File: src/rtl/loc_macros.svh
`ifndef LOC_MACROS_SVH
`define LOC_MACROS_SVH

// array geometry, 0.1 mm units
`define LOC_MIC_SPACING 200

// sound speed in 0.1 mm per 0.1 ms
`define LOC_SOUND_VEL   340
`define LOC_SAMPLE_FREQ 93750

// solver divisors
`define LOC_COEF1       (8 * 1732 * `LOC_MIC_SPACING / 100)
`define LOC_COEF2       (160 * `LOC_MIC_SPACING)

// camera intrinsics
`define LOC_FX          437
`define LOC_CX          242
`define LOC_FY          330
`define LOC_CY          145

`define LOC_DATA_W      32

`endif

File: src/rtl/loc_pkg.sv
`include "loc_macros.svh"

package loc_pkg;

    typedef logic [5:0] lag_t;                           // sample periods, signed
    typedef logic signed [`LOC_DATA_W-1:0] dist_t;       // 0.1 mm
    typedef logic signed [`LOC_DATA_W-1:0] pos_t;
    typedef logic [15:0] depth_t;

    typedef enum logic [3:0] {
        IDLE,
        LOAD_DIST,
        WAIT_DIST,
        LOAD_R,
        WAIT_R,
        LOAD_X,
        WAIT_X,
        LOAD_Y,
        WAIT_Y,
        RUN_SQRT,
        LOAD_U,
        WAIT_U,
        LOAD_V,
        WAIT_V,
        FINISH
    } solver_state_e;

endpackage

File: src/rtl/apb_pkg.sv
package apb_pkg;

    typedef logic [7:0]  apb_addr_t;
    typedef logic [31:0] apb_data_t;

    typedef enum logic [7:0] {
        REG_CTRL   = 8'h00,
        REG_STATUS = 8'h04,
        REG_LAG_LO = 8'h08,
        REG_LAG_HI = 8'h0C,
        REG_POS_X  = 8'h10,
        REG_POS_Y  = 8'h14,
        REG_POS_Z  = 8'h18,
        REG_IMG_X  = 8'h1C,
        REG_IMG_Y  = 8'h20
    } reg_offset_e;

endpackage

File: src/rtl/loc_apb_regs.sv
`timescale 1ns/10ps

module loc_apb_regs (
    input  logic                clk,
    input  logic                rst_n,
    input  logic                psel,
    input  logic                penable,
    input  logic                pwrite,
    input  apb_pkg::apb_addr_t  paddr,
    input  apb_pkg::apb_data_t  pwdata,
    output apb_pkg::apb_data_t  prdata,
    output logic                pready,
    output logic                pslverr,
    output logic                go,
    output loc_pkg::lag_t       lag [6],
    input  logic                busy,
    input  logic                fin,
    input  logic                div_zero,
    input  loc_pkg::pos_t       x,
    input  loc_pkg::pos_t       y,
    input  loc_pkg::depth_t     z,
    input  loc_pkg::pos_t       x_2d,
    input  loc_pkg::pos_t       y_2d,
    output logic                irq
);

    logic access;
    logic mapped;
    logic read_only;
    logic is_ctrl;
    logic wr_ok;
    logic done_q;

    assign access  = psel && penable;
    assign is_ctrl = (paddr == apb_pkg::REG_CTRL);
    assign pslverr = access && (!mapped || (pwrite && read_only)
                                || (pwrite && is_ctrl && pwdata[0] && busy));
    assign wr_ok   = access && pwrite && !pslverr;
    assign go      = wr_ok && is_ctrl && pwdata[0];
    assign pready  = 1'b1;                       // no wait states
    assign irq     = done_q;

    always_comb begin
        mapped    = 1'b1;
        read_only = 1'b1;
        prdata    = '0;
        case (apb_pkg::reg_offset_e'(paddr))
            apb_pkg::REG_CTRL:   read_only = 1'b0;
            apb_pkg::REG_STATUS: prdata = {29'd0, div_zero, done_q, busy};
            apb_pkg::REG_LAG_LO: begin
                read_only = 1'b0;
                prdata    = {2'b00, lag[3], 2'b00, lag[2], 2'b00, lag[1], 2'b00, lag[0]};
            end
            apb_pkg::REG_LAG_HI: begin
                read_only = 1'b0;
                prdata    = {16'd0, 2'b00, lag[5], 2'b00, lag[4]};
            end
            apb_pkg::REG_POS_X:  prdata = x;
            apb_pkg::REG_POS_Y:  prdata = y;
            apb_pkg::REG_POS_Z:  prdata = {16'd0, z};
            apb_pkg::REG_IMG_X:  prdata = x_2d;
            apb_pkg::REG_IMG_Y:  prdata = y_2d;
            default:             mapped = 1'b0;
        endcase
    end

    always_ff @(posedge clk or negedge rst_n) begin
        if (!rst_n) begin
            done_q <= 1'b0;
            for (int i = 0; i < 6; i++) begin
                lag[i] <= '0;
            end
        end else begin
            if (go) begin
                done_q <= 1'b0;                  // new solve clears done
            end else if (fin) begin
                done_q <= 1'b1;
            end
            if (wr_ok && paddr == apb_pkg::REG_LAG_LO) begin
                lag[0] <= pwdata[5:0];
                lag[1] <= pwdata[13:8];
                lag[2] <= pwdata[21:16];
                lag[3] <= pwdata[29:24];
            end
            if (wr_ok && paddr == apb_pkg::REG_LAG_HI) begin
                lag[4] <= pwdata[5:0];
                lag[5] <= pwdata[13:8];
            end
        end
    end

endmodule

File: config.mk
export PLATFORM = sky130hd
export DESIGN_NAME = loc_apb_regs
export DESIGN_NICKNAME = d
export VERILOG_FILES = /design/src/rtl/loc_pkg.sv /design/src/rtl/apb_pkg.sv /design/src/rtl/loc_apb_regs.sv
export VERILOG_INCLUDE_DIRS = /design/src /design/src/rtl
export SDC_FILE = /design/constraint.sdc
export NUM_CORES = 1
export LEC_CHECK = 0
export ABC_AREA = 1
export BUFFER_PORTS_ARGS = -buffer_cell sky130_fd_sc_hd__buf_2
export CAP_MARGIN = 20
export CORE_AREA = 5 5 100 102
export DETAILED_ROUTE_END_ITERATION = 8
export DIE_AREA = 0 0 105 107
export PLACE_DENSITY = 0.73
export SLEW_MARGIN = 10
export SYNTH_ARGS = -nofsm -noshare
export SYNTH_HDL_FRONTEND = slang
export SYNTH_SLANG_ARGS = --single-unit
File: constraint.sdc
create_clock -name clk -period 2.1 [get_ports clk]
set_input_delay 0.525 -clock clk [delete_from_list [all_inputs] [get_ports clk]]
set_output_delay 0.525 -clock clk [all_outputs]
set_load 0.01 [all_outputs]
==> results.yml <==
sta:
  hold_viol: 0
  drv_slew: 0
  setup_viol: 34
  tns_ns: -4.975
  grt_setup_unrepaired: "true"
  min_period_over_period: 1.101
  setup_ws_ns: -0.2117
  fmax_ghz: 0.4326
  skew_ns: 0
  finalCriticalPeriod_ns: 2.312
placed_design:
  port_buffers: 254
  place_inst: 913
  dp_hpwl_um: 11650
  gp_congestion: 0.9284
setup_path:
  path_cells: "buf_6, nor2_4, nand2_4, nor2_4, buf_8, buf_12, nand2_2, nand2_2, a21oi_2, nand3_1, buf_2"
  rr_worst_depth: 3
  cp.depth: 11
  max_stage_delay_ns: 0.22
  critical_path.top_delay_family: "simple AND/OR/NAND/NOR gates"
  crit_required_ns: 1.57
  startpoint_type: "input pin"
  arrival_ns: 1.79
  cp-end-kind: "output port"
  crit_type: "input pin to output port"
  crit_slowest_cell: "nor2_4"
  critPathMaxFanout: 7
  path_buf_inv: 4
final_layout:
  final_cell_mix: "253 x nand2_1, 244 x buf_2, 49 x nand4_1"
  register_area_um2: 925.9
  syn_to_final_growth_pct: 84.65
  final_cells: 945
  multi_input_area_mm2: 0.002168
  drive_above_1_share: 0.5144
  nets: 1024
  mostFrequentLayoutCell: "nand2_1"
  fillers: 860
floorplan:
  fp.dieW_um: 105
  rows: 35
  dieArea_mm2: 0.01124
  die_y_um: 107
  coreArea_mm2: 0.009021
  initial_core_util: 0.3380
  ios: 264
synth:
  syn_avg_cell_area_um2: 5.753
  netlist_area_mm2: 0.003049
  synth-seq-cells: 37
  synth_area_leaders: "nand2_1 38%, dfrtp_1 30%, nand4_1 10%"
  synth_top_area_frac: 0.3755
  syn_inst: 530
  yosys_warnings: 0
  yosysTopAreaCell: "nand2_1"
  syn-num-nets: 722
  seq_area_frac_synth: 0.3037
  ys_types: 25
global_routing:
  track_usage: 0.2544
  grt_pass1_vias: 4384
  grt_pass1_wl_um: 22980
  grt_max_degree: 39
  overflow: 0
  antenna_found_initial: 2
drt:
  dr.pass1.iters: 4
  vias: 4674
  via_per_inst: 4.946
  wl_per_cell_um: 16.56
  detail-route-antenna-nets: 0
  drc: 0
  drtIter0Drc: 321
  wirelength_um: 15650
clock_tree:
  numCtsBuffers: 5
  hold_buffers: 0
  cts.sinks: 37
  path_clk_slew_ns: 0.07
  clockBufferDepth: 2
  clk-insertion-delay-late_ns: 0.28
  cts_tree: "done"
  h-tree-depth: 2
  clockRootBuffer: "clkbuf_8"
power_and_ir_drop:
  peakVddDrop_mv: 0.2751
  power.leakage_nw: 3.451
  p_per_area_mw_per_mm2: 278.5
flow_run:
  maxCapViolCount: 0
status:
  status: "complete, but fails checks"
  violations: "setup timing"
hold_path:
  hold_class: "input pin to async pin"
[stage by stage]
| stage | hold WS [ns] | area [um2] | utilization | worst slack (ns) | power (W) |
|---|---|---|---|---|---|
| after global routing | 0.3313 | 5630 | 0.6241 | -0.2881 | 0.001628 |
| final | 0.2801 | 5630 | 0.6241 | -0.2117 | 0.001568 |
| after floorplan | 0.2294 | 3049 | - | 0.04687 | 0.0008105 |
| after CTS | 0.2882 | 5401 | 0.5988 | -0.1656 | 0.001573 |
| after global placement | 0.4760 | 4820 | 0.5343 | -0.2735 | 0.001032 |
| after detailed placement | 0.4848 | 4820 | 0.5343 | -0.2870 | 0.001036 |
[power breakdown]
group / switching [W] / internal (W)
registers: 0.00000882 / 0.000721
logic: 0.000164 / 0.000176
clock network: 0.000238 / 0.000260
[area by class of cell]
type	instances	share of cell area
sequential	37	0.1644
antenna	2	0.0008889
multi-input combinational	429	0.3851
timing repair buffer	326	0.3860
clock buffer	7	0.01533
inverter	33	0.02356
tap	111	0.02467
[state kept, by name, summed over array words and instances (netlist names)]
name  count
lag      36
irq       1
[per-layer routing]
| metal | global-route usage | routed length (um) |
|---|---|---|
| met5 | 0 | 0 |
| met4 | 0.09041 | 501 |
| met3 | 0.03552 | 1005 |
| met2 | 0.4303 | 7866 |
| met1 | 0.3306 | 6278 |
[path summary, 6_finish.rpt]
path                             from         end  slack, ns
setup / recovery             paddr[1]  prdata[17]      -0.21
hold / removal                  rst_n      lag[2]       0.28
setup reg to reg                  irq         irq       1.20
hold reg to reg                lag[5]      lag[5]       0.50
max in group asynchronous       rst_n     lag[13]       1.48
min in group clk           pwdata[29]     lag[17]       0.49
[Yosys cell counts (all sizes together)]
master    n
inv      32
and2      1
a21oi    16
a21o      1
dfrtp    37
buf      26
nor2     28
or2       1
nand2   305
conb      1
nor3      2
clkinv    1
and3      1
clkbuf    5
nand4    49
nand3    19
o21ai     5
[cell families (layout without fill, tap and decap cells)]
kind of cell,count (synthesis),in the layout,share of synthesized area
compound gates,22,22,0.03693
buf+inv,64,366,0.09561
flops,37,37,0.3037
other cells,1,3,0.001230
simple gates,406,406,0.5626
[repair_timing]
item	4_1_cts	5_1_grt
buffers inserted	14	9
pin swaps	27	36
endpoints found under the setup margin	34	70
cloned	4	1
resized for setup	81	56
No activity file was read; power rests on OpenSTA's default activity.
