==> src/rtl/loc_macros.svh <==
`ifndef LOC_MACROS_SVH
`define LOC_MACROS_SVH

// array geometry, 0.1 mm units
`define LOC_MIC_SPACING 200

// sound speed in 0.1 mm per 0.1 ms
`define LOC_SOUND_VEL   340
`define LOC_SAMPLE_FREQ 93750

// solver divisors
`define LOC_COEF1       (8 * 1732 * `LOC_MIC_SPACING / 100)
`define LOC_COEF2       (160 * `LOC_MIC_SPACING)

// camera intrinsics
`define LOC_FX          437
`define LOC_CX          242
`define LOC_FY          330
`define LOC_CY          145

`define LOC_DATA_W      32

`endif

==> src/rtl/arith_if.sv <==
`timescale 1ns/10ps
`include "loc_macros.svh"

interface div_if #(parameter int WIDTH = `LOC_DATA_W);
    logic                    start;       // one cycle, operands held until done
    logic signed [WIDTH-1:0] dividend;
    logic signed [WIDTH-1:0] divisor;
    logic signed [WIDTH-1:0] quotient;
    logic                    div_zero;
    logic                    done;

    modport client (output start, dividend, divisor, input quotient, div_zero, done);
    modport engine (input start, dividend, divisor, output quotient, div_zero, done);
endinterface


==> src/rtl/seq_divider.sv <==
`timescale 1ns/10ps
`include "loc_macros.svh"

module seq_divider #(
    parameter int WIDTH = `LOC_DATA_W
) (
    input  logic   clk,
    input  logic   rst_n,
    div_if.engine  dv
);

    localparam int CNT_W = $clog2(WIDTH + 1);

    logic [WIDTH-1:0] num_q;        // dividend magnitude, quotient shifts in
    logic [WIDTH-1:0] dvs_q;
    logic [WIDTH-1:0] rem_q;
    logic             neg_q;
    logic             zero_q;
    logic             run_q;
    logic [CNT_W-1:0] cnt_q;
    logic [WIDTH:0]   shifted;
    logic [WIDTH:0]   trial;

    assign shifted = {rem_q, num_q[WIDTH-1]};
    assign trial   = shifted - {1'b0, dvs_q};   // msb set means it does not fit

    always_ff @(posedge clk) begin
        if (dv.start) begin
            num_q  <= dv.dividend[WIDTH-1] ? -dv.dividend : dv.dividend;
            dvs_q  <= dv.divisor[WIDTH-1] ? -dv.divisor : dv.divisor;
            rem_q  <= '0;
            neg_q  <= dv.dividend[WIDTH-1] ^ dv.divisor[WIDTH-1];
            zero_q <= (dv.divisor == '0);
        end else if (run_q && cnt_q != '0) begin
            rem_q <= trial[WIDTH] ? shifted[WIDTH-1:0] : trial[WIDTH-1:0];
            num_q <= {num_q[WIDTH-2:0], ~trial[WIDTH]};
        end
    end

    always_ff @(posedge clk or negedge rst_n) begin
        if (!rst_n) begin
            run_q       <= 1'b0;
            cnt_q       <= '0;
            dv.done     <= 1'b0;
            dv.div_zero <= 1'b0;
            dv.quotient <= '0;
        end else begin
            dv.done <= 1'b0;
            if (dv.start) begin
                run_q <= 1'b1;
                cnt_q <= CNT_W'(WIDTH);
            end else if (run_q) begin
                if (cnt_q != '0) begin
                    cnt_q <= cnt_q - 1'b1;
                end else begin
                    run_q       <= 1'b0;
                    dv.done     <= 1'b1;
                    dv.div_zero <= zero_q;
                    dv.quotient <= zero_q ? '0 : (neg_q ? -num_q : num_q);  // toward zero
                end
            end
        end
    end

endmodule

==> src/flat_wrapper.sv <==
// flat-port wrapper written by rule: the top's interface ports become plain ports
module seq_divider_flat 
#(
    parameter int WIDTH = `LOC_DATA_W
)
  (clk, rst_n, dv_start, dv_dividend, dv_divisor, dv_quotient, dv_div_zero, dv_done);
  div_if #(.WIDTH(WIDTH)) dv_i ();
  input  logic clk;
  input  logic rst_n;
  input wire logic [$bits(dv_i.start)-1:0] dv_start;
  input wire logic [$bits(dv_i.dividend)-1:0] dv_dividend;
  input wire logic [$bits(dv_i.divisor)-1:0] dv_divisor;
  output wire logic [$bits(dv_i.quotient)-1:0] dv_quotient;
  output wire logic [$bits(dv_i.div_zero)-1:0] dv_div_zero;
  output wire logic [$bits(dv_i.done)-1:0] dv_done;
  assign dv_i.start = dv_start;
  assign dv_i.dividend = dv_dividend;
  assign dv_i.divisor = dv_divisor;
  assign dv_quotient = dv_i.quotient;
  assign dv_div_zero = dv_i.div_zero;
  assign dv_done = dv_i.done;
  seq_divider #(.WIDTH(WIDTH)) u_core (.clk(clk), .rst_n(rst_n), .dv(dv_i));
endmodule
==> config.mk <==
export PLATFORM = sky130hd
export DESIGN_NAME = seq_divider_flat
export DESIGN_NICKNAME = d
export VERILOG_FILES = /design/src/rtl/arith_if.sv /design/src/rtl/seq_divider.sv /design/src/flat_wrapper.sv
export VERILOG_INCLUDE_DIRS = /design/src /design/src/rtl
export SDC_FILE = /design/constraint.sdc
export NUM_CORES = 1
export LEC_CHECK = 0
export BUFFER_PORTS_ARGS = -buffer_cell sky130_fd_sc_hd__buf_4
export CAP_MARGIN = 30
export CORE_MARGIN = 5
export CORE_UTILIZATION = 30
export DETAILED_ROUTE_END_ITERATION = 8
export SKIP_CTS_REPAIR_TIMING = 1
export SLEW_MARGIN = 40
export SYNTH_ARGS = -nofsm -noshare
export SYNTH_HDL_FRONTEND = slang
export SYNTH_SLANG_ARGS = --single-unit
==> constraint.sdc <==
create_clock -name clk -period 5.54 [get_ports clk]
set_input_delay 0.831 -clock clk [delete_from_list [all_inputs] [get_ports clk]]
set_output_delay 0.831 -clock clk [all_outputs]
set_load 0.02 [all_outputs]
==> reports/qor.txt, run 1 <==
Post-synth EDFFs -> 66
# rows -> 63
NumNets Final -> 1166
leading area contributor after synthesis -> edfxtp_1
Critical Path RT -> 5.89 ns
Syn Nets -> 1078
HPWL Detailed -> 15.9 mm
Core Box Area -> 29600 sq um
Chip Height -> 183 um
Final WS setup -> 1.71 ns
Area Overhead vs Synth -> 19.6%
Area contributors post-synth -> edfxtp_1, dfrtp_1, dfxtp_1
initial antenna violation count -> 0
vias in the first global route -> 6908
Initial Util -> 30.4%
CTS Buf Count -> 17
Ys Warns -> 0
startpoint types -> register
GRT overflow -> 0
RSZ-0062 raised after global routing -> false
WS Path Type -> reg -> reg
Commonest cells post-synth -> nand2_1, o21ai_0, edfxtp_1, xor2_1, a21oi_1
gp weighted congestion -> 0.849
Crit. End Element -> register
global-route usage over all layers -> 12.5%
CTS tree -> yes
Post-Layout Inst Area -> 10700 sq um
Die ar. -> 33500 sq um
main flop type after synthesis -> edfxtp_1
Syn Area/Cell -> 9.22 sq um
layout cells sized above 1 -> 15.7%
antenna viol nets, final -> 0
DRC -> 0
pwr/cell area -> 336 nW/um^2
Vias -> 7216
Area after DPL -> 10200 sq um
worst slack, placed -> 1.69 ns
CP Data Arrival Time -> 4.18 ns
H-tree Lvls -> 4
fmax -> 0.261 GHz
Synth Register Bits -> 139
DR iter-0 viols -> 428
Port Buffers -> 100
worst-margin pin slew -> 0.699 ns
detailed-route wire length per cell -> 14.5 um
num ports -> 101
final setup vio count -> 0
Synth top area share -> 22.1%
async set-reset flop share out of synthesis -> 29.5%
largest net degree at the start of global routing -> 68
Peak VDD IR -> 0.000231 V
Tot Pwr -> 3.60 mW
total wire length -> 21.2 mm
Post-Syn Instances -> 974
Reg clk slew, reported paths -> 0.07 ns
outcome -> finished, final reports clean
setup TNS -> 0 ns
final hold viol count -> 0
diode count -> 0
Die Wd -> 183 um
Hold WC Path Type -> in -> async
Max Cap Viol -> 0
worst hold slack -> 0.376 ns
via density per instance -> 4.93
static leakage -> 4.37 nW
min Tclk post-route -> 3.83 ns
share of the yosys chip area belonging to registers -> 40.6%
Clock Path Buffers -> 2
crit-path max FO -> 16
worst-skew pair later-pin latency -> 0.43 ns
Tcrit/Tclk final -> 69.1%
clk sinks -> 139
clock skew -> 0.0166 ns
Final Max Tran Viols -> 0
Mapped Area -> 8980 sq um
first-pass GRT wire length -> 34.6 mm
synth unique cells -> 68
count leader, synth -> nand2_1
Pre-Repair DR Iteration Count -> 5
Root Driver -> clkbuf_16
Rel. slew slack -> 53.0%
-- final timing paths --
| kind | startpoint | end | slack (ns) | cells after the start |
|---|---|---|---|---|
| worst max-delay path | u_core.num_q[31] | u_core.rem_q[0] | 1.71 | 13 |
| worst min-delay path | rst_n | u_core.dv.quotient[22] | 0.38 | 1 |
| worst max register to register | u_core.num_q[31] | u_core.rem_q[0] | 1.71 | 13 |
| worst min register to register | u_core.rem_q[26] | u_core.rem_q[26] | 0.47 | 2 |
| max in group asynchronous | rst_n | u_core.run_q | 4.77 | 1 |
| min in group clk | u_core.rem_q[26] | u_core.rem_q[26] | 0.47 | 2 |
-- sequential cells by signal (all words and copies together), names as in the netlist --
register	cells
u_core.dv.done	1
u_core.zero_q	1
u_core.neg_q	1
u_core.dv.div_zero	1
u_core.cnt_q	6
u_core.rem_q	32
u_core.num_q	32
u_core.dv.quotient	32
u_core.run_q	1
u_core.dvs_q	32
-- worst max-delay path: stages (launching register included) --
cell	delay (ns)
edfxtp_1	0.33
inv_1	0.08
ha_1	0.22
fa_1	0.41
nor2b_1	0.21
o31ai_1	0.15
a21oi_1	0.31
o21ba_2	0.18
o21ai_1	0.10
a221oi_2	0.41
xor2_4	0.59
buf_4	0.32
mux2_2	0.35
o22ai_1	0.10
-- logic make-up (layout without fill, tap and decap cells) --
kind of cell               Yosys count  in the layout  share of synthesized area (%)
and+or+nand+nor                    291            291                           16.0
AOI/OAI and AO/OA                  261            261                           18.3
DFF                                139            139                           40.6
xor gates and xnor gates           120            120                           11.8
buffers and inverters               89            190                           3.86
adders and majority gates           37             37                           5.24
muxes                               37             37                           4.17
-- cell usage in the layout, fill, tap and decap left out, types with 17 or more instances in the layout --
cell type  count
a21oi_1       61
buf_4        106
clkbuf_16     17
dfrtp_1       41
dfxtp_1       32
edfxtp_1      66
ha_1          36
inv_1         50
mux2i_1       34
nand2_1      117
nand3_1       17
nor2_1        56
nor3_1        17
o21ai_0       95
o31ai_1       32
xnor2_1       53
xor2_1        66
-- cell type report --
class	count	area, sq um
clock buffer	17	425
clock inverter	15	150
multi-input combinational	746	5010
inverter	50	188
sequential	139	3650
tap	390	488
timing repair buffer	108	835
fill	2981	18800
-- metrics by stage --
step                cells  utilization [%]
floorplan             974                -
global placement     1431             34.3
detailed placement   1433             34.4
CTS                  1465             36.3
global route         1465             36.3
finish               1465             36.3
-- power breakdown --
group / switching (mW) / total [mW] / internal, mW
sequential: 0.170 / 1.49 / 1.32
combinational: 0.562 / 0.983 / 0.422
clock: 0.530 / 1.13 / 0.602
-- layer usage --
metal | routed length (um) | track usage (%) | vias up | share of wire [%]
met4 | 255 | 3.43 | 0 | 1.2
met2 | 9680 | 19.9 | 164 | 46
li1 | - | - | 3695 | -
met3 | 1010 | 2.10 | 17 | 4.8
met5 | 0 | 0 | - | 0
met1 | 10300 | 17.8 | 3340 | 48
No activity file was read; power rests on OpenSTA's default activity.
==> run 2, diff against run 1 <==
==> constraint.sdc (replaced) <==
create_clock -name clk -period 3.86 [get_ports clk]
set_input_delay 0.579 -clock clk [delete_from_list [all_inputs] [get_ports clk]]
set_output_delay 0.579 -clock clk [all_outputs]
set_load 0.02 [all_outputs]
==> reports/qor.txt, run 2 (synthesized netlist as in run 1, its figures left out) <==
outcome -> finished, final reports clean
Clock Path Buffers -> 2
Peak VDD IR -> 0.000304 V
GRT overflow -> 0
Pre-Repair DR Iteration Count -> 5
initial antenna violation count -> 0
Area Overhead vs Synth -> 20.0%
total wire length -> 21.5 mm
most common cell after layout, fill and taps aside -> nand2_1
Final Max Tran Viols -> 0
CTS tree -> yes
detailed-route wire length per cell -> 14.6 um
# rows -> 63
worst-skew pair later-pin latency -> 0.43 ns
min Tclk post-route -> 3.35 ns
Die ar. -> 33500 sq um
final setup vio count -> 0
worst setup path startpoint -> u_core.num_q[31]
DR iter-0 viols -> 492
R2R depth -> 13
Critical Path RT -> 4.20 ns
setup TNS -> 0 ns
first-pass GRT wire length -> 35.3 mm
static leakage -> 4.38 nW
WS Path Type -> reg -> reg
Crit Reg-Reg Endpoint -> u_core.rem_q[0]
num ports -> 101
Setup crit end -> u_core.rem_q[0]
startpoint types -> register
Max Cap Viol -> 0
pwr/cell area -> 482 nW/um^2
Initial Util -> 30.4%
Vias -> 7249
global-route usage over all layers -> 12.7%
gp weighted congestion -> 0.892
R2R Setup Slk -> 0.51 ns
layout cells sized above 1 -> 16.0%
Area after DPL -> 10200 sq um
crit-path max FO -> 16
Crit. End Element -> register
Tot Pwr -> 5.19 mW
CTS Buf Count -> 17
fmax -> 0.299 GHz
HPWL Detailed -> 16.0 mm
Port Buffers -> 100
Reg clk slew, reported paths -> 0.07 ns
clock skew -> 0.0166 ns
DRC -> 0
diode count -> 0
Rel. slew slack -> 53.2%
worst-margin pin slew -> 0.695 ns
largest net degree at the start of global routing -> 43
worst r2r src -> u_core.num_q[31]
Chip Height -> 183 um
RSZ-0062 raised after global routing -> false
Tcrit/Tclk final -> 86.8%
clk sinks -> 139
Post-Layout Inst Area -> 10800 sq um
most frequent cells in the layout -> nand2_1, buf_4, o21ai_0, xor2_1, edfxtp_1
final hold viol count -> 0
CP Data Arrival Time -> 3.69 ns
vias in the first global route -> 7043
Core Box Area -> 29600 sq um
NumNets Final -> 1169
H-tree Lvls -> 4
Die Wd -> 183 um
antenna viol nets, final -> 0
via density per instance -> 4.94
Root Driver -> clkbuf_16
Hold WC Path Type -> in -> async
run 2: cell count changes in the layout (fill, tap and decap cells not counted), sizes merged:
cell,delta
inv,-1
bufinv,+1
clkinvlp,+1
buf,+3
clkinv,-1
run 2: where the power goes:
| part | switching, mW | internal, mW | leakage [nW] |
|---|---|---|---|
| clock network | 0.722 | 0.913 | 0.285 |
| logic | 0.810 | 0.599 | 2.64 |
| registers | 0.251 | 1.90 | 1.46 |
run 2: worst min path at each step:
stage	start	to	slack (ns)	cells past startpoint
6_report	rst_n	u_core.dv.quotient[20]	0.12	1
4_1_cts	rst_n	u_core.dv.quotient[17]	0.14	1
5_1_grt	rst_n	u_core.dv.quotient[17]	0.16	1
2_1_floorplan	rst_n	u_core.cnt_q[0]	0.28	0
3_3_place_gp	u_core.rem_q[26]	u_core.rem_q[26]	0.46	2
3_5_place_dp	u_core.rem_q[26]	u_core.rem_q[26]	0.46	2
run 2: per-layer routing:
metal / part of all wire (%) / routed length [um] / global-route usage [%]
met2: 45 / 9760 / 20.2
met1: 49 / 10500 / 17.7
met4: 1.6 / 346 / 3.69
met5: 0 / 0 / 0
met3: 3.9 / 834 / 2.34
run 2: per-stage QoR:
step	instances	setup slack (ns)	util (%)	hold slack [ns]
after floorplan	974	0.786	-	0.283
after global placement	1435	0.476	34.4	0.458
after CTS	1468	0.519	36.4	0.138
after detailed placement	1436	0.403	34.5	0.463
final	1468	0.511	36.4	0.119
after global routing	1468	0.246	36.4	0.163
run 2: cell type report:
cell class	count	area, sq um
fillers	3061	18800
multi-input cells	746	5000
flip-flops and latches	139	3650
repair buffers	111	866
well taps	390	488
clock buffers	17	425
inverters	50	188
clock inverters	15	154
run 2: worst max-delay path, stage by stage, from the launching register on:
cell      delay, ns
edfxtp_1       0.33
inv_1          0.07
ha_1           0.21
fa_1           0.40
nor2b_1        0.19
o31ai_1        0.15
a21oi_1        0.35
o21ba_2        0.18
o21ai_1        0.09
a221oi_2       0.40
xor2_4         0.24
buf_12         0.20
mux2_2         0.35
o22ai_1        0.10
