## src/rtl/loc_macros.svh

```systemverilog
`ifndef LOC_MACROS_SVH
`define LOC_MACROS_SVH

// array geometry, 0.1 mm units
`define LOC_MIC_SPACING 200

// sound speed in 0.1 mm per 0.1 ms
`define LOC_SOUND_VEL   340
`define LOC_SAMPLE_FREQ 93750

// solver divisors
`define LOC_COEF1       (8 * 1732 * `LOC_MIC_SPACING / 100)
`define LOC_COEF2       (160 * `LOC_MIC_SPACING)

// camera intrinsics
`define LOC_FX          437
`define LOC_CX          242
`define LOC_FY          330
`define LOC_CY          145

`define LOC_DATA_W      32

`endif

```

## src/rtl/arith_if.sv

```systemverilog
`timescale 1ns/10ps
`include "loc_macros.svh"


interface sqrt_if #(parameter int ROOT_W = 16);
    logic                  start;
    logic [2*ROOT_W-1:0]   radicand;
    logic [ROOT_W-1:0]     root;
    logic                  done;

    modport client (output start, radicand, input root, done);
    modport engine (input start, radicand, output root, done);
endinterface

```

## src/rtl/int_sqrt.sv

```systemverilog
`timescale 1ns/10ps

module int_sqrt #(
    parameter int ROOT_W = 16
) (
    input  logic    clk,
    input  logic    rst_n,
    sqrt_if.engine  sq
);

    localparam int CNT_W = $clog2(ROOT_W + 1);

    logic [2*ROOT_W-1:0] rad_q;
    logic [ROOT_W+1:0]   rem_q;
    logic [ROOT_W-1:0]   root_q;
    logic [ROOT_W+1:0]   rem_sh;
    logic [ROOT_W+1:0]   trial;
    logic                fit;
    logic                run_q;
    logic [CNT_W-1:0]    cnt_q;

    assign rem_sh = {rem_q[ROOT_W-1:0], rad_q[2*ROOT_W-1 -: 2]};  // bring down two bits
    assign trial  = {root_q, 2'b01};                               // 4*root + 1
    assign fit    = (rem_sh >= trial);

    always_ff @(posedge clk) begin
        if (sq.start) begin
            rad_q  <= sq.radicand;
            rem_q  <= '0;
            root_q <= '0;
        end else if (run_q && cnt_q != '0) begin
            rad_q  <= rad_q << 2;
            rem_q  <= fit ? rem_sh - trial : rem_sh;
            root_q <= {root_q[ROOT_W-2:0], fit};
        end
    end

    always_ff @(posedge clk or negedge rst_n) begin
        if (!rst_n) begin
            run_q   <= 1'b0;
            cnt_q   <= '0;
            sq.done <= 1'b0;
            sq.root <= '0;
        end else begin
            sq.done <= 1'b0;
            if (sq.start) begin
                run_q <= 1'b1;
                cnt_q <= CNT_W'(ROOT_W);
            end else if (run_q) begin
                if (cnt_q != '0) begin
                    cnt_q <= cnt_q - 1'b1;
                end else begin
                    run_q   <= 1'b0;
                    sq.done <= 1'b1;
                    sq.root <= root_q;
                end
            end
        end
    end

endmodule

```

## src/flat_wrapper.sv

```systemverilog
// flat-port wrapper written by rule: the top's interface ports become plain ports
module int_sqrt_flat 
#(
    parameter int ROOT_W = 16
)
  (clk, rst_n, sq_start, sq_radicand, sq_root, sq_done);
  sqrt_if #(.ROOT_W(ROOT_W)) sq_i ();
  input  logic clk;
  input  logic rst_n;
  input wire logic [$bits(sq_i.start)-1:0] sq_start;
  input wire logic [$bits(sq_i.radicand)-1:0] sq_radicand;
  output wire logic [$bits(sq_i.root)-1:0] sq_root;
  output wire logic [$bits(sq_i.done)-1:0] sq_done;
  assign sq_i.start = sq_start;
  assign sq_i.radicand = sq_radicand;
  assign sq_root = sq_i.root;
  assign sq_done = sq_i.done;
  int_sqrt #(.ROOT_W(ROOT_W)) u_core (.clk(clk), .rst_n(rst_n), .sq(sq_i));
endmodule
```

## config.mk

```make
export PLATFORM = sky130hd
export DESIGN_NAME = int_sqrt_flat
export DESIGN_NICKNAME = d
export VERILOG_FILES = /design/src/rtl/arith_if.sv /design/src/rtl/int_sqrt.sv /design/src/flat_wrapper.sv
export VERILOG_INCLUDE_DIRS = /design/src /design/src/rtl
export SDC_FILE = /design/constraint.sdc
export NUM_CORES = 1
export LEC_CHECK = 0
export BUFFER_PORTS_ARGS = -buffer_cell sky130_fd_sc_hd__buf_2
export CORE_MARGIN = 3
export CORE_UTILIZATION = 63
export DETAILED_ROUTE_END_ITERATION = 7
export PLACE_DENSITY_LB_ADDON = 0.15
export SLEW_MARGIN = 5
export SYNTH_ARGS = -nofsm -noshare
export SYNTH_HDL_FRONTEND = slang
export SYNTH_SLANG_ARGS = --single-unit
```

## constraint.sdc

```tcl
create_clock -name clk -period 8 [get_ports clk]
set_input_delay 1.6 -clock clk [delete_from_list [all_inputs] [get_ports clk]]
set_output_delay 1.6 -clock clk [all_outputs]
set_load 0.05 [all_outputs]
```

==> impl_metrics.json, run 1 <==
{
  "status": "complete, no violations",
  "async_flop_share_pct": 26.4,
  "grt_max_degree": 45,
  "die_w_um": 89.1,
  "cp_data_required_time_ns": 8.25,
  "dieArea_um2": 7930,
  "busiest_layer": "met2",
  "cts_max_path_buffers": 2,
  "setup_violations": 0,
  "max_clock_freq_mhz": 290,
  "critPathLaunchType": "input pin",
  "hold_viol": 0,
  "cts_tree": "done",
  "grt_pass1_vias": 2988,
  "layout-drive-gt1-share_pct": 23.9,
  "worstPathArrival_ns": 3.69,
  "antenna_found_initial": 0,
  "initial_core_util_pct": 66.6,
  "critPathKind": "input pin to register",
  "drt_iter0_drc": 184,
  "crit_chain": "buf_2 -> inv_1 -> nand3_1 -> nand2_1 -> o21ai_0",
  "fin_nets": 510,
  "htreeDepth": 3,
  "insertion_delay_ns": 0.35,
  "endpoint_kind": "register",
  "crit_buf_inv": 2,
  "grt_overflow_total": 0,
  "synth_nets": 463,
  "firstDrtPassIters": 4,
  "crit_slowest_cell": "nand3_1",
  "synthToLayoutAreaGrowth_pct": 11.0,
  "synth-seq-area-share_pct": 50.1,
  "synth_cells": 408,
  "crit_family": "buffers and inverters",
  "min_path_type": "register to register",
  "relSlewSlack_pct": 36.6,
  "wire_per_inst_um": 16.6,
  "clock_sinks": 87,
  "row_count": 29,
  "setup_tns_ns": 0,
  "place_congestion": 0.920,
  "clkSlewWorstSetupHoldPaths_ns": 0.09,
  "ant_nets": 0,
  "ir_worst_vdd_v": 0.000213,
  "yosys_warnings": 0,
  "syn_area_um2": 4350,
  "ys_ff_latch": 87,
  "ys.flop_type": "edfxtp_1",
  "use_met3_pct": 5.16,
  "drv_cap": 0,
  "rsz0062_at_grt": "no",
  "track_usage_pct": 23.3,
  "layout_common_cells": "buf_2, o21ai_0, nand2_1",
  "route.vias.total": 3262,
  "cts_setup_buffers": 0,
  "tightest_slew_ns": 0.949,
  "met1_usage_pct": 32.1,
  "coreArea_um2": 6530,
  "root_buffer": "clkbuf_8",
  "hold_buffers": 0,
  "synth_edf_count": 32,
  "maxSlewViolCount": 0,
  "period_needed_ns": 3.45,
  "via_per_inst": 6.07,
  "grt_pass1_wl_mm": 14.2,
  "wirelength_mm": 8.93,
  "io_pins": 52,
  "leakage_nw": 2.01,
  "crit_fanout": 41,
  "dieHeight_um": 89.1,
  "powerDensity_nw_per_um2": 379,
  "period_share_pct": 43.1,
  "io_buffers": 51,
  "drc": 0,
  "hpwlAfterDp_mm": 6.39,
  "cts_resized": 0,
  "fin_hold_ws_ns": 0.476,
  "avgSynthCellArea_um2": 10.7,
  "num_antenna_cells": 0,
  "fin_skew_ns": 0.00839,
  "layout_commonest_cell": "buf_2",
  "grt_use_met2_pct": 36.9,
  "numCtsBuffers": 9,
  "synth.distinct_cells": 60,
  "slowest_delay_ns": 0.78
}
[registers in the layout, indices dropped and copies added, names as in the netlist]
name and cells:
u_core.cnt_q 5, u_core.rad_q 32, u_core.rem_q 16, u_core.root_q 16, u_core.run_q 1, u_core.sq.done 1
u_core.sq.root 16
[Yosys cell counts, drive strengths merged (3+ instances only)]
cell | n | area share, %
nand3 | 9 | 1.0
o31a | 4 | 0.83
mux2 | 31 | 8.0
buf | 5 | 0.78
a21oi | 14 | 1.6
ha | 20 | 5.8
o21a | 5 | 0.86
edfxtp | 32 | 22
xor2 | 6 | 1.2
inv | 23 | 2.0
a211oi | 3 | 0.52
nor2b | 3 | 0.60
clkbuf | 13 | 1.1
o22ai | 18 | 2.6
o211ai | 8 | 1.5
o21ai | 39 | 4.5
nand2b | 3 | 0.43
nor3 | 3 | 0.35
dfxtp | 32 | 15
o311ai | 3 | 0.60
nand2 | 34 | 2.9
a41oi | 3 | 0.60
a31oi | 6 | 0.86
xnor2 | 7 | 1.4
or3 | 6 | 0.86
nor2 | 16 | 1.4
and2 | 4 | 0.58
and3 | 7 | 1.0
dfrtp | 23 | 13
[metrics by stage]
step	total power, W	std cells	setup WS (ns)	cell area (µm²)	util [%]
finish	0.00183	537	4.55	4830	73.9
global route	0.00196	537	4.32	4830	73.9
CTS	0.00183	537	4.58	4830	73.9
detailed placement	0.00153	521	4.20	4640	71.0
global placement	0.00151	521	4.32	4640	71.0
floorplan	0.00134	408	4.70	4350	-
[cell families (layout without fill, tap and decap cells)]
logic type	after synthesis	after routing	synth area share [%]
AO/OA/AOI/OAI	121	121	18.7
AND/OR/NAND/NOR	93	93	10.6
flip-flops	87	87	50.1
buffers and inverters	42	94	3.97
multiplexers	32	32	8.26
adder cells (fa/ha/maj)	20	20	5.76
XOR/XNOR	13	13	2.62
[report_power, final]
group / switching [W] / internal, W / leakage (nW)
registers: 0.0000593 / 0.000585 / 0.908
clock network: 0.000160 / 0.000125 / 0.0942
logic: 0.000541 / 0.000358 / 1.00
[cell type report]
class,count,area (µm²)
Sequential cell,87,2180
Multi-Input combinational cell,279,2000
Fill cell,466,1710
Timing Repair Buffer,54,278
Clock buffer,10,138
Tap cell,77,96.3
Inverter,24,90.1
Clock inverter,6,48.8
[worst reg2reg max path, cell delays in order, from the launching register on]
cell	delay (ns)
dfrtp_1	0.42
inv_1	0.09
ha_1	0.15
nor4b_1	0.42
nor2b_1	0.14
buf_4	0.23
nor2_2	0.30
clkinv_1	0.28
buf_4	0.36
o22ai_1	0.28
[worst paths after layout]
check | startpoint | endpoint | slack (ns) | cells past startpoint
setup / recovery | sq_start | u_core.sq.root[10] | 4.55 | 5
hold / removal | u_core.sq.root[12] | u_core.sq.root[12] | 0.48 | 2
setup reg to reg | u_core.cnt_q[0] | u_core.root_q[13] | 5.26 | 9
hold reg to reg | u_core.sq.root[12] | u_core.sq.root[12] | 0.48 | 2
max in group asynchronous | rst_n | u_core.cnt_q[1] | 6.46 | 1
min in group asynchronous | rst_n | u_core.sq.root[5] | 1.20 | 1
[routing by layer]
layer	wire, µm	vias to the layer above
li1	-	1632
met1	4100	1529
met2	4220	87
met3	466	14
met4	153	0
met5	0	-
Power figures use the tool's default switching activity.
==> inputs of run 2 (changes only) <==
--- a/config.mk
+++ b/config.mk
@@ -8,7 +8,7 @@
 export LEC_CHECK = 0
 export BUFFER_PORTS_ARGS = -buffer_cell sky130_fd_sc_hd__buf_2
 export CORE_MARGIN = 3
-export CORE_UTILIZATION = 63
+export CORE_UTILIZATION = 58
 export DETAILED_ROUTE_END_ITERATION = 7
 export PLACE_DENSITY_LB_ADDON = 0.15
 export SLEW_MARGIN = 5
==> constraint.sdc (replaced) <==
create_clock -name clk -period 3.37 [get_ports clk]
set_input_delay 0.674 -clock clk [delete_from_list [all_inputs] [get_ports clk]]
set_output_delay 0.674 -clock clk [all_outputs]
set_load 0.05 [all_outputs]
==> impl_metrics.json, run 2 (synthesis results as in run 1) <==
{
  "status": "complete, no violations",
  "synthToLayoutAreaGrowth_pct": 12.8,
  "insertion_delay_ns": 0.35,
  "place_congestion": 0.870,
  "internal_power_w": 0.00266,
  "route.vias.total": 3399,
  "stdcell_count": 558,
  "top_register": "u_core.rad_q",
  "die_w_um": 92.6,
  "p_switching_w": 0.00183,
  "dp_cells": 542,
  "setup_tns_ns": 0,
  "root_buffer": "clkbuf_8",
  "relSlewSlack_pct": 58.9,
  "powerDensity_nw_per_um2": 917,
  "wirelength_mm": 9.59,
  "via_per_inst": 6.09,
  "ant_nets": 0,
  "r2r-end": "u_core.rem_q[0]",
  "finalCoreUtilization_pct": 69.9,
  "htreeDepth": 3,
  "crit_chain": "inv_1 -> ha_1 -> nor2b_4 -> o31a_1 -> o31a_2 -> o211ai_2 -> nand2_1 -> o311ai_1",
  "tightest_slew_ns": 0.614,
  "cts_setup_buffers": 0,
  "cts_resized": 0,
  "dieArea_um2": 8570,
  "fin_skew_ns": 0.0105,
  "antenna_found_initial": 0,
  "row_count": 30,
  "fin_hold_ws_ns": 0.284,
  "ir_worst_vdd_v": 0.000463,
  "dieHeight_um": 92.6,
  "leakage_nw": 2.04,
  "crit_fanout": 12,
  "critPathKind": "register to register",
  "critPathLaunchType": "register",
  "initial_core_util_pct": 61.9,
  "io_pins": 52,
  "reg2reg_depth": 8,
  "rsz0062_at_grt": "no",
  "layout-drive-gt1-share_pct": 24.0,
  "crit_slowest_cell": "o211ai_2",
  "cts_max_path_buffers": 2,
  "firstDrtPassIters": 5,
  "io_buffers": 51,
  "hold_buffers": 0,
  "startpoint": "u_core.root_q[0]",
  "pwr-share-clk_pct": 17.7,
  "max_clock_freq_mhz": 382,
  "drt_iter0_drc": 347,
  "setup_violations": 0,
  "hold_viol": 0,
  "seq_power_share_pct": 33.9,
  "period_share_pct": 77.6,
  "r2r_setup_slack_ns": 0.76,
  "period_needed_ns": 2.61,
  "grt_pass1_vias": 3154,
  "clkSlewWorstSetupHoldPaths_ns": 0.09,
  "r2r-start": "u_core.root_q[0]",
  "layout_common_cells": "buf_2, o21ai_0, nand2_1",
  "p_total_w": 0.00450,
  "wire_per_inst_um": 17.2,
  "cp_data_required_time_ns": 3.63,
  "comb_power_share_pct": 48.4,
  "switching_share_pct": 40.8,
  "num_antenna_cells": 0,
  "hpwlAfterDp_mm": 6.93,
  "grt_max_degree": 50,
  "min_path_type": "input pin to async pin",
  "layout_commonest_cell": "buf_2",
  "clock_sinks": 87,
  "largest_register_ffs": 32,
  "endpoint_kind": "register",
  "coreArea_um2": 7020,
  "cts_tree": "done",
  "grt_overflow_total": 0,
  "worstPathArrival_ns": 2.88,
  "track_usage_pct": 23.3,
  "slowest_delay_ns": 0.50,
  "numCtsBuffers": 9,
  "drv_cap": 0,
  "grt_pass1_wl_mm": 15.6,
  "maxSlewViolCount": 0,
  "fin_nets": 512,
  "drc": 0
}
run 2: area by class of cell:
cell class	instances	area, µm²
clock buffer	12	166
sequential	87	2180
fill	557	2120
clock inverter	4	58.8
tap	96	120
timing repair buffer	56	293
multi-input combinational	279	2000
inverter	24	90.1
run 2: power groups by stage:
stage | Sequential, W | Combinational [W] | Clock [W]
floorplan | 0.00158 | 0.00161 | 0
global placement | 0.00153 | 0.00209 | 0
detailed placement | 0.00154 | 0.00214 | 0
CTS | 0.00152 | 0.00215 | 0.000807
global route | 0.00155 | 0.00240 | 0.000851
finish | 0.00152 | 0.00218 | 0.000797
run 2: worst max path at each step:
stage,end,depth (start not counted)
final,u_core.rem_q[0],8
after CTS,u_core.rem_q[0],8
after global placement,u_core.rem_q[0],8
after detailed placement,u_core.rem_q[0],8
after global routing,u_core.rem_q[0],8
after floorplan,u_core.rad_q[0],7
run 2: layer usage:
layer	share of wire (%)	track usage, %	vias up	wire, µm
li1	-	-	1621	-
met1	43	31.3	1610	4150
met2	48	37.2	149	4630
met3	6.3	5.12	19	604
met4	2.2	8.29	0	207
met5	0	0	-	0
run 2: worst max-delay path: cells and delay by family (launching register included):
family | cells | cell delay (ns)
AND/OR/NAND/NOR | 2 | 0.37
buffers and inverters | 1 | 0.08
flip-flops | 1 | 0.34
adder cells (fa/ha/maj) | 1 | 0.35
AO/OA/AOI/OAI | 4 | 1.37
run 2: stage by stage:
stage,worst slack [ns],cell area [µm²]
floorplan,0.707,4350
global placement,0.866,4680
detailed placement,0.839,4680
CTS,0.813,4900
global route,0.507,4900
finish,0.755,4900
==> inputs of run 3 (changes only) <==
--- a/config.mk
+++ b/config.mk
@@ -8,7 +8,7 @@
 export LEC_CHECK = 0
 export BUFFER_PORTS_ARGS = -buffer_cell sky130_fd_sc_hd__buf_2
 export CORE_MARGIN = 3
-export CORE_UTILIZATION = 58
+export CORE_UTILIZATION = 52
 export DETAILED_ROUTE_END_ITERATION = 7
 export PLACE_DENSITY_LB_ADDON = 0.15
 export SLEW_MARGIN = 5
==> constraint.sdc (replaced) <==
create_clock -name clk -period 2.3 [get_ports clk]
set_input_delay 0.46 -clock clk [delete_from_list [all_inputs] [get_ports clk]]
set_output_delay 0.46 -clock clk [all_outputs]
set_load 0.05 [all_outputs]
==> impl_metrics.json, run 3 (synthesis results as in run 1) <==
{
  "cts_max_path_buffers": 2,
  "largest_register_ffs": 32,
  "internal_power_w": 0.00433,
  "grt_overflow_total": 0,
  "io_buffers": 51,
  "maxSlewViolCount": 0,
  "seq_power_share_pct": 31.0,
  "drc": 0,
  "period_needed_ns": 2.30,
  "root_buffer": "clkbuf_8",
  "top_register": "u_core.rad_q",
  "grt_pass1_vias": 3409,
  "rsz0062_at_grt": "yes",
  "wirelength_mm": 10.3,
  "numCtsBuffers": 9,
  "comb_power_share_pct": 54.2,
  "design_area_um2": 5350,
  "status": "complete, no violations",
  "leakage_nw": 2.22,
  "finalCoreUtilization_pct": 67.5,
  "cts_tree": "done",
  "crit_fanout": 3,
  "ant_nets": 0,
  "pwr-share-clk_pct": 14.8,
  "hold_viol": 0,
  "period_share_pct": 99.8,
  "p_switching_w": 0.00296,
  "worst_slack_ns": 0.00388,
  "drt_iter0_drc": 177,
  "drv_cap": 0,
  "crit_family": "compound AO/OA/AOI/OAI gates",
  "p_total_w": 0.00730,
  "seqCellArea_um2": 2180,
  "cp.depth": 9,
  "max_clock_freq_mhz": 436,
  "setup_violations": 0,
  "grt_pass1_wl_mm": 16.6,
  "coreArea_um2": 7930,
  "grt_max_degree": 34,
  "worstPathArrival_ns": 2.54,
  "clock_sinks": 87,
  "die_w_um": 97.4,
  "track_usage_pct": 21.8,
  "critPathLaunchType": "register",
  "layout_common_cells": "buf_2, buf_4, o21ai_0",
  "fin_nets": 552,
  "layout-drive-gt1-share_pct": 35.5,
  "place_congestion": 0.872,
  "ir_worst_vdd_v": 0.000651,
  "powerDensity_nw_per_um2": 1360,
  "endpoint_kind": "register",
  "slowest_delay_ns": 0.44,
  "cp_data_required_time_ns": 2.54,
  "initial_core_util_pct": 54.8,
  "crit_chain": "inv_2 -> ha_4 -> nor2b_4 -> o31a_1 -> o31a_2 -> buf_4 -> o41ai_4 -> xor2_1 -> o21ai_0",
  "dieArea_um2": 9490,
  "hpwlAfterDp_mm": 7.41,
  "dieHeight_um": 97.4,
  "multi_input_comb_area_um2": 2170,
  "fin_skew_ns": 0.00780,
  "min_path_type": "input pin to async pin",
  "num_antenna_cells": 0,
  "insertion_delay_ns": 0.36,
  "row_count": 32,
  "critPathKind": "register to register",
  "wire_per_inst_um": 17.1,
  "io_pins": 52,
  "clkSlewWorstSetupHoldPaths_ns": 0.09,
  "switching_share_pct": 40.6,
  "route.vias.total": 3511,
  "post-place-ws_ns": -0.155,
  "htreeDepth": 3,
  "layout_commonest_cell": "buf_2",
  "synthToLayoutAreaGrowth_pct": 23.1,
  "tightest_slew_ns": 0.523,
  "crit_slowest_cell": "edfxtp_1",
  "crit_buf_inv": 2,
  "reg2reg_depth": 9,
  "antenna_found_initial": 0,
  "via_per_inst": 5.81,
  "nFillCells": 641,
  "post_dp_cell_area_um2": 4960,
  "relSlewSlack_pct": 65.1,
  "firstDrtPassIters": 5
}
-- run 3: worst paths after layout --
| kind | start | end | slack [ns] |
|---|---|---|---|
| max | u_core.rad_q[30] | u_core.rem_q[12] | 0.004 |
| min | rst_n | u_core.sq.root[13] | 0.06 |
| max reg2reg | u_core.rad_q[30] | u_core.rem_q[12] | 0.004 |
| min reg2reg | u_core.sq.root[5] | u_core.sq.root[5] | 0.48 |
| max in group asynchronous | rst_n | u_core.run_q | 1.88 |
| min in group clk | sq_radicand[1] | u_core.rad_q[1] | 0.39 |
-- run 3: metal layers --
metal  up-vias  global-route usage, %  wire length [µm]
met5         -                      0                 0
met4         0                   7.45               240
met3        18                   4.31               508
met2       120                   35.2              4920
met1      1672                   29.3              4650
li1       1701                      -                 -
-- run 3: metrics by stage --
stage / instances / TNS (ns) / hold WS (ns)
after CTS: 602 / 0 / 0.0736
after detailed placement: 584 / -1.23 / 0.462
final: 604 / 0 / 0.0644
after global routing: 604 / -0.259 / 0.103
after global placement: 584 / -0.452 / 0.449
after floorplan: 408 / 0 / 0.164
-- run 3: what timing repair did --
item | in CTS | in global routing
setup buffers | 2 | 2
pin swaps | 0 | 8
endpoints found under the setup margin | 16 | 16
cloned | 0 | 0
hold buffers | 0 | 0
resized for setup | 7 | 28
-- run 3: cell type report --
type,count,area share [%]
timing repair buffer,96,11.1
sequential,87,40.8
clock buffer,10,2.38
clock inverter,6,1.24
inverter,24,1.68
tap,102,2.38
multi-input combinational,279,40.5
-- run 3: power by group through the flow --
stage                     logic, W  clock network (W)  registers (W)
after floorplan            0.00236                  0        0.00231
after global placement     0.00342                  0        0.00225
after detailed placement   0.00351                  0        0.00227
after CTS                  0.00365            0.00109        0.00224
after global routing       0.00430            0.00116        0.00230
final                      0.00396            0.00108        0.00226
